File: src/source/lstm_pkg.sv
`default_nettype none

package lstm_pkg;

        ////////////////////////////////////////
        // Fixed-point format
        ////////////////////////////////////////

        // Q3.20 word
        localparam int WIDTH    = 24;
        localparam int FRAC     = 20;

        // Learning rate of 0.125
        localparam int LR_SHIFT = 3;

        ////////////////////////////////////////
        // Layer size
        ////////////////////////////////////////

        localparam int NUM_CELLS   = 8;
        localparam int NUM_INPUTS  = 8;
        localparam int NUM_WEIGHTS = NUM_CELLS * NUM_INPUTS;
        localparam int ADDR_W      = $clog2(NUM_WEIGHTS);

        ////////////////////////////////////////
        // Shared types
        ////////////////////////////////////////

        typedef logic signed [WIDTH-1:0] fixed_t;
        typedef logic [ADDR_W-1:0]       addr_t;

endpackage

`default_nettype wire

File: src/source/grad_product.sv
`timescale 1ns/10ps
`default_nettype none

module grad_product (
        input  wire              i_clk,
        input  wire              i_rst_n,
        input  wire              i_grad_valid,
        input  wire lstm_pkg::fixed_t i_dgate,
        input  wire lstm_pkg::fixed_t i_x,
        input  wire lstm_pkg::addr_t  i_grad_addr,
        input  wire              i_acc_cost,
        input  wire              i_clr_cost,
        output logic             o_grad_wr,
        output lstm_pkg::addr_t  o_grad_addr,
        output lstm_pkg::fixed_t o_grad,
        output lstm_pkg::fixed_t o_cost
);
        import lstm_pkg::*;

        logic signed [2*WIDTH-1:0] prod_q;
        logic                      prod_vld_q;
        addr_t                     prod_addr_q;
        fixed_t                    grad_scaled;
        fixed_t                    grad_lr;
        fixed_t                    cost_acc;

        ////////////////////////////////////////
        // Stage one: full-width product
        ////////////////////////////////////////

        always_ff @(posedge i_clk) begin
                if (!i_rst_n) begin
                        prod_vld_q <= 1'b0;
                end else begin
                        prod_vld_q <= i_grad_valid;
                end
        end

        always_ff @(posedge i_clk) begin
                if (i_grad_valid) begin
                        prod_q      <= i_dgate * i_x;
                        prod_addr_q <= i_grad_addr;
                end
        end

        ////////////////////////////////////////
        // Stage two: scale and learning rate
        ////////////////////////////////////////

        // Drop the fraction bits, keep the low word
        assign grad_scaled = fixed_t'(prod_q >>> FRAC);

        // Same effect as multiplying by the rate
        assign grad_lr = grad_scaled >>> LR_SHIFT;

        always_ff @(posedge i_clk) begin
                if (!i_rst_n) begin
                        o_grad_wr <= 1'b0;
                end else begin
                        o_grad_wr <= prod_vld_q;
                end
        end

        always_ff @(posedge i_clk) begin
                if (prod_vld_q) begin
                        o_grad      <= grad_lr;
                        o_grad_addr <= prod_addr_q;
                end
        end

        ////////////////////////////////////////
        // Cost accumulator
        ////////////////////////////////////////

        // Clear wins over accumulate
        always_ff @(posedge i_clk) begin
                if (!i_rst_n || i_clr_cost) begin
                        cost_acc <= '0;
                end else if (i_acc_cost) begin
                        cost_acc <= cost_acc + i_dgate;
                end
        end

        // Half of the summed deltas
        assign o_cost = cost_acc >>> 1;

endmodule

`default_nettype wire

File: config.mk
export PLATFORM = sky130hd
export DESIGN_NAME = grad_product
export DESIGN_NICKNAME = d
export VERILOG_FILES = /design/src/source/lstm_pkg.sv /design/src/source/grad_product.sv
export SDC_FILE = /design/constraint.sdc
export NUM_CORES = 2
export LEC_CHECK = 0
export ABC_AREA = 0
export BUFFER_PORTS_ARGS = -buffer_cell sky130_fd_sc_hd__buf_2
export CAP_MARGIN = 30
export CELL_PAD_IN_SITES_DETAIL_PLACEMENT = 1
export CELL_PAD_IN_SITES_GLOBAL_PLACEMENT = 1
export CORE_ASPECT_RATIO = 1.2
export CORE_MARGIN = 2
export CORE_UTILIZATION = 35
export CTS_CLUSTER_DIAMETER = 30
export DETAILED_ROUTE_END_ITERATION = 7
export HOLD_SLACK_MARGIN = 0.05
export PLACE_DENSITY_LB_ADDON = 0.1
export SKIP_CTS_REPAIR_TIMING = 1
export SYNTH_ARGS = -nofsm -noshare
export SYNTH_HDL_FRONTEND = slang
export SYNTH_SLANG_ARGS = --single-unit
File: constraint.sdc
create_clock -name i_clk -period 18.6 [get_ports i_clk]
set_input_delay 4.65 -clock i_clk [delete_from_list [all_inputs] [get_ports i_clk]]
set_output_delay 4.65 -clock i_clk [all_outputs]
set_load 0.02 [all_outputs]
---- Word level (Yosys, flattened, before mapping) ----
Index checks and enable logic that the tools add are counted.
storage, ports and cells
  bits in registers ....................... 103
  output and inout port bits .............. 55
cells by class
  add/sub/neg operators ................... 1
  multipliers ............................. 1
  reduce and logical (&&, ||, !) cells .... 2
operators by type and width
  operator                                        number
  24-bit by 24-bit multiplier with 44-bit output  1
  24-bit adder                                    1
  1-bit zero test                                 1
  1-bit logical OR                                1

---- Longest topological paths before layout ----
  word-level depth ........................ 2
  gate-level depth with buffers ........... 27

---- Worst setup path before layout ----
Ideal clock, no wire load.
  path kind ............................... in2reg
  from .................................... input i_dgate[23]
  to ...................................... register prod_q[43] (data pin)
  library setup time ...................... 260 ps
  arrival time ............................ 10905 ps
  required time ........................... 18340 ps
  setup slack ............................. 7435 ps
  stages on the path ...................... 22
  buffers on the path ..................... 2
  cell sequence ........................... clkbuf_1 -> and2_1 -> fa_1 -> fa_1 -> inv_1 -> fa_1 -> inv_1 -> fa_1 -> fa_1 -> fa_1 -> fa_1 -> ha_1 -> clkbuf_1 -> a21o_1 -> a21o_1 -> a21oi_1 -> nor2b_1 -> o21ai_0 -> nand2b_1 -> a221o_1 -> a21oi_2 -> xnor2_1
between the ends
  cells in the longest elaborated chain, start to end .. 1
RTL lines
  item                                            line                text
  start, declared                                 grad_product.sv:8   input wire lstm_pkg::fixed_t i_dgate,
  24-bit by 24-bit multiplier with 44-bit output  grad_product.sv:41  prod_q <= i_dgate * i_x;
  end signal, assigned                            grad_product.sv:41
  end, declared                                   grad_product.sv:20  logic signed [2*WIDTH-1:0] prod_q;
No other way between the ends.
A chain may end at the register's enable or synchronous reset.

---- Worst setup path in the final report ----
  from .................................... input i_x[3]
  to ...................................... register prod_q[33] (data pin)
between the ends
  cells in the longest elaborated chain, start to end .. 1
RTL lines
  item                                            line                text
  start, declared                                 grad_product.sv:9   input wire lstm_pkg::fixed_t i_x,
  24-bit by 24-bit multiplier with 44-bit output  grad_product.sv:41
No other way between the ends.

==> summary.md <==
| Metric | Value |
|---|---|
| Congestion Overflow GR | `0` |
| Via count | `15492` |
| Clk sinks | `80` |
| Setup-failing EPs final | `0` |
| Multi-input logic area | `18140 um^2` |
| Synth Cell Area | `23020 um^2` |
| IO Port Bufs | `113` |
| RSZ-0062 raised after global routing | `false` |
| Longest Clk Path Bufs | `2` |
| Setup TNS | `0 ps` |
| Startpoint Class | `input port` |
| Slew @ Worst Pin | `1044 ps` |
| Register area | `2142 um^2` |
| Post-synthesis cell type count | `58` |
| Overall global routing resource usage | `0.2170` |
| First-pass GRT wire length | `111.3 mm` |
| CP endpoint | `prod_q[33]$_DFFE_PP_` |
| Final count of hold timing violations | `0` |
| Total of flip-flops plus latches after synthesis | `80` |
| Net Count, Synth | `3151` |
| Starting Density | `0.3516` |
| Yosys warnings | `0` |
| Via density | `4.804` |
| GP Congestion | `0.8096` |
| TritonCTS clock tree | `built` |
| Placement Rows | `103` |
| Residual DRC | `0` |
| Worst Setup End Kind | `flip-flop` |
| Die height | `284.9 um` |
| Fillers | `7511` |
| Synth Instances | `2378` |
| Primary FF master, synth | `edfxtp_1` |
| Slew HR | `0.2974` |
| Clk root buf | `clkbuf_16` |
| Syn_area_per_cell | `9.679 um^2` |
| DRT iter0 DRCs | `447` |
| Min-Delay Path Class | `reg2reg` |
| Area growth syn-to-layout | `6.224%` |
| Hold path start | `prod_q[24]$_DFFE_PP_` |
| Final critical-path share of the clock period | `0.6501` |
| Critical Path AT | `12210 ps` |
| Final ANT Viol Nets | `0` |
| Initial antenna violation count | `5` |
| Critical path type | `in2reg` |
| FF-to-FF setup slack | `15550 ps` |
| Vias in the first global route | `19028` |
| Die area | `67840 um^2` |
| Routed WL per cell | `21.25 um` |
| 1st-pass router iterations | `4` |
| Core area | `65470 um^2` |
| Crit Path Max Fanout | `24` |
| Worst r2r dst | `cost_acc[20]$_SDFFE_PP0P_` |
| Clk_lat worst skew | `360 ps` |
| Ys async rst share | `0` |
| H-tree Lvls | `3` |
| Post-detail-place hpwl | `54.59 mm` |
| Register area share after synthesis | `0.09306` |
| Nets | `3149` |
| Setup crit start | `i_x[3]` |
| Worst EP required | `18720 ps` |
| Overall routed net length | `68.54 mm` |
| Fin. max-slew vios | `0` |
| Max-cap violations | `0` |
| Die Wd | `238.1 um` |
| Clock Skew | `10.41 ps` |
| EDFF count, synth | `54` |
| Share of layout cells above drive strength 1 | `0.06006` |
| CTS clk-pin slew, worst paths | `70 ps` |
| Post-layout min period | `12090 ps` |
| Status | `finished, final reports clean` |
| TritonCTS Buffers | `9` |
| Io pins | `114` |
| Max Freq | `0.08270 GHz` |
| Critical R2R Launch | `cost_acc[0]$_SDFFE_PP0P_` |
| Largest net degree at the start of global routing | `34` |
| Final Core Density | `0.3735` |
| R2R cell count | `12` |
==> routing by layer <==
metal | track usage | vias to the layer above | part of all wire
li1 | - | 6909 | -
met1 | 0.2665 | 8345 | 0.41
met2 | 0.4155 | 173 | 0.55
met3 | 0.01491 | 63 | 0.022
met4 | 0.04438 | 2 | 0.019
met5 | 0 | - | 0.00010
==> worst max-delay path, cell delays in order <==
cell,delay (ps)
buf_2,600
nand2_1,170
fa_1,570
inv_1,50
fa_1,480
inv_1,60
fa_1,500
fa_1,510
inv_1,60
fa_1,580
fa_1,440
fa_1,450
ha_1,310
nand2_1,80
nor4_1,880
nand2_1,140
o2111ai_2,420
o21ai_0,300
and2_1,260
o21ai_0,340
a31oi_1,170
xnor2_1,150
==> cells in the mapped netlist, types with 4 or more instances <==
cell type,number,area (um^2)
nor3_1,12,60.06
edfxtp_1,54,1622
buf_1,7,26.28
and3_1,5,31.28
and2_1,284,1777
a211oi_1,7,52.55
xnor2_1,43,376.6
o21ai_0,16,80.08
mux2i_1,9,90.09
dfxtp_1,26,520.5
a211o_1,4,35.03
nand3_1,12,60.06
clkbuf_1,99,371.6
a21o_1,17,127.6
inv_1,568,2132
nand2b_1,10,62.56
nand2_1,290,1089
nor2_1,32,120.1
o21a_1,11,82.58
nor2b_1,22,137.6
ha_1,148,1852
a21oi_1,36,180.2
xor2_1,11,96.34
a21boi_0,4,30.03
fa_1,566,11330
nand3b_1,5,37.54
buf_4,27,202.7
nand4_1,6,37.54
o211ai_1,5,37.54
==> cells by family (layout without fill, tap and decap cells) <==
| kind of cell | Yosys count | count (layout) | share of synthesized area |
|---|---|---|---|
| fa+ha+maj | 714 | 714 | 0.5727 |
| buf+inv | 701 | 704 | 0.1187 |
| simple gates | 690 | 690 | 0.1520 |
| compound gates | 130 | 130 | 0.03898 |
| flops | 80 | 80 | 0.09306 |
| xor+xnor | 54 | 54 | 0.02055 |
| mux | 9 | 9 | 0.003914 |
| other cells | 0 | 4 | 0 |
==> state kept, by name, summed over array words and instances (netlist names) <==
register     flops
prod_addr_q      6
o_grad          21
o_grad_wr        1
o_grad_addr      6
cost_acc        24
prod_vld_q       1
prod_q          21
==> stage by stage <==
stage	instance area (um^2)	hold slack, ps	cells	setup WS (ps)
2_1_floorplan	23020	400.3	2378	7435
3_3_place_gp	24070	400.1	3203	6269
3_5_place_dp	24110	406.5	3205	6087
4_1_cts	24440	422.0	3221	6465
5_1_grt	24440	429.2	3221	6090
6_report	24450	419.9	3225	6507
==> cell usage in the layout, fill, tap and decap left out, drive strengths merged, types with 19 or more instances in the layout <==
cell,netlist,routed
and2,284,284
dfxtp,26,26
a21oi,38,38
nand2,290,290
buf,34,120
xnor2,43,43
fa,566,566
nor2b,22,22
edfxtp,54,54
inv,568,573
o21ai,19,19
nor2,32,32
ha,148,148
==> how the worst min path moves through the flow <==
stage	end	slack, ps	depth (start not counted)
global route	o_grad[16]$_DFFE_PP_	430	0
detailed placement	o_grad[5]$_DFFE_PP_	410	0
floorplan	o_grad[0]$_DFFE_PP_	400	0
CTS	o_grad[9]$_DFFE_PP_	420	0
finish	o_grad[1]$_DFFE_PP_	420	0
global placement	o_grad_addr[2]$_DFFE_PP_	400	0
==> cell type report <==
cell class                 instances  share of cell area
inverter                         568             0.08720
sequential                        80             0.08761
antenna                            4           0.0004094
timing repair buffer             120             0.02610
clock buffer                       9            0.009211
clock inverter                     7            0.004452
tap                              840             0.04299
multi-input combinational       1597              0.7420
Power is left out: the tool's default activity adds up to more than one toggle a clock period on the data nets, which glitch-free logic cannot reach.
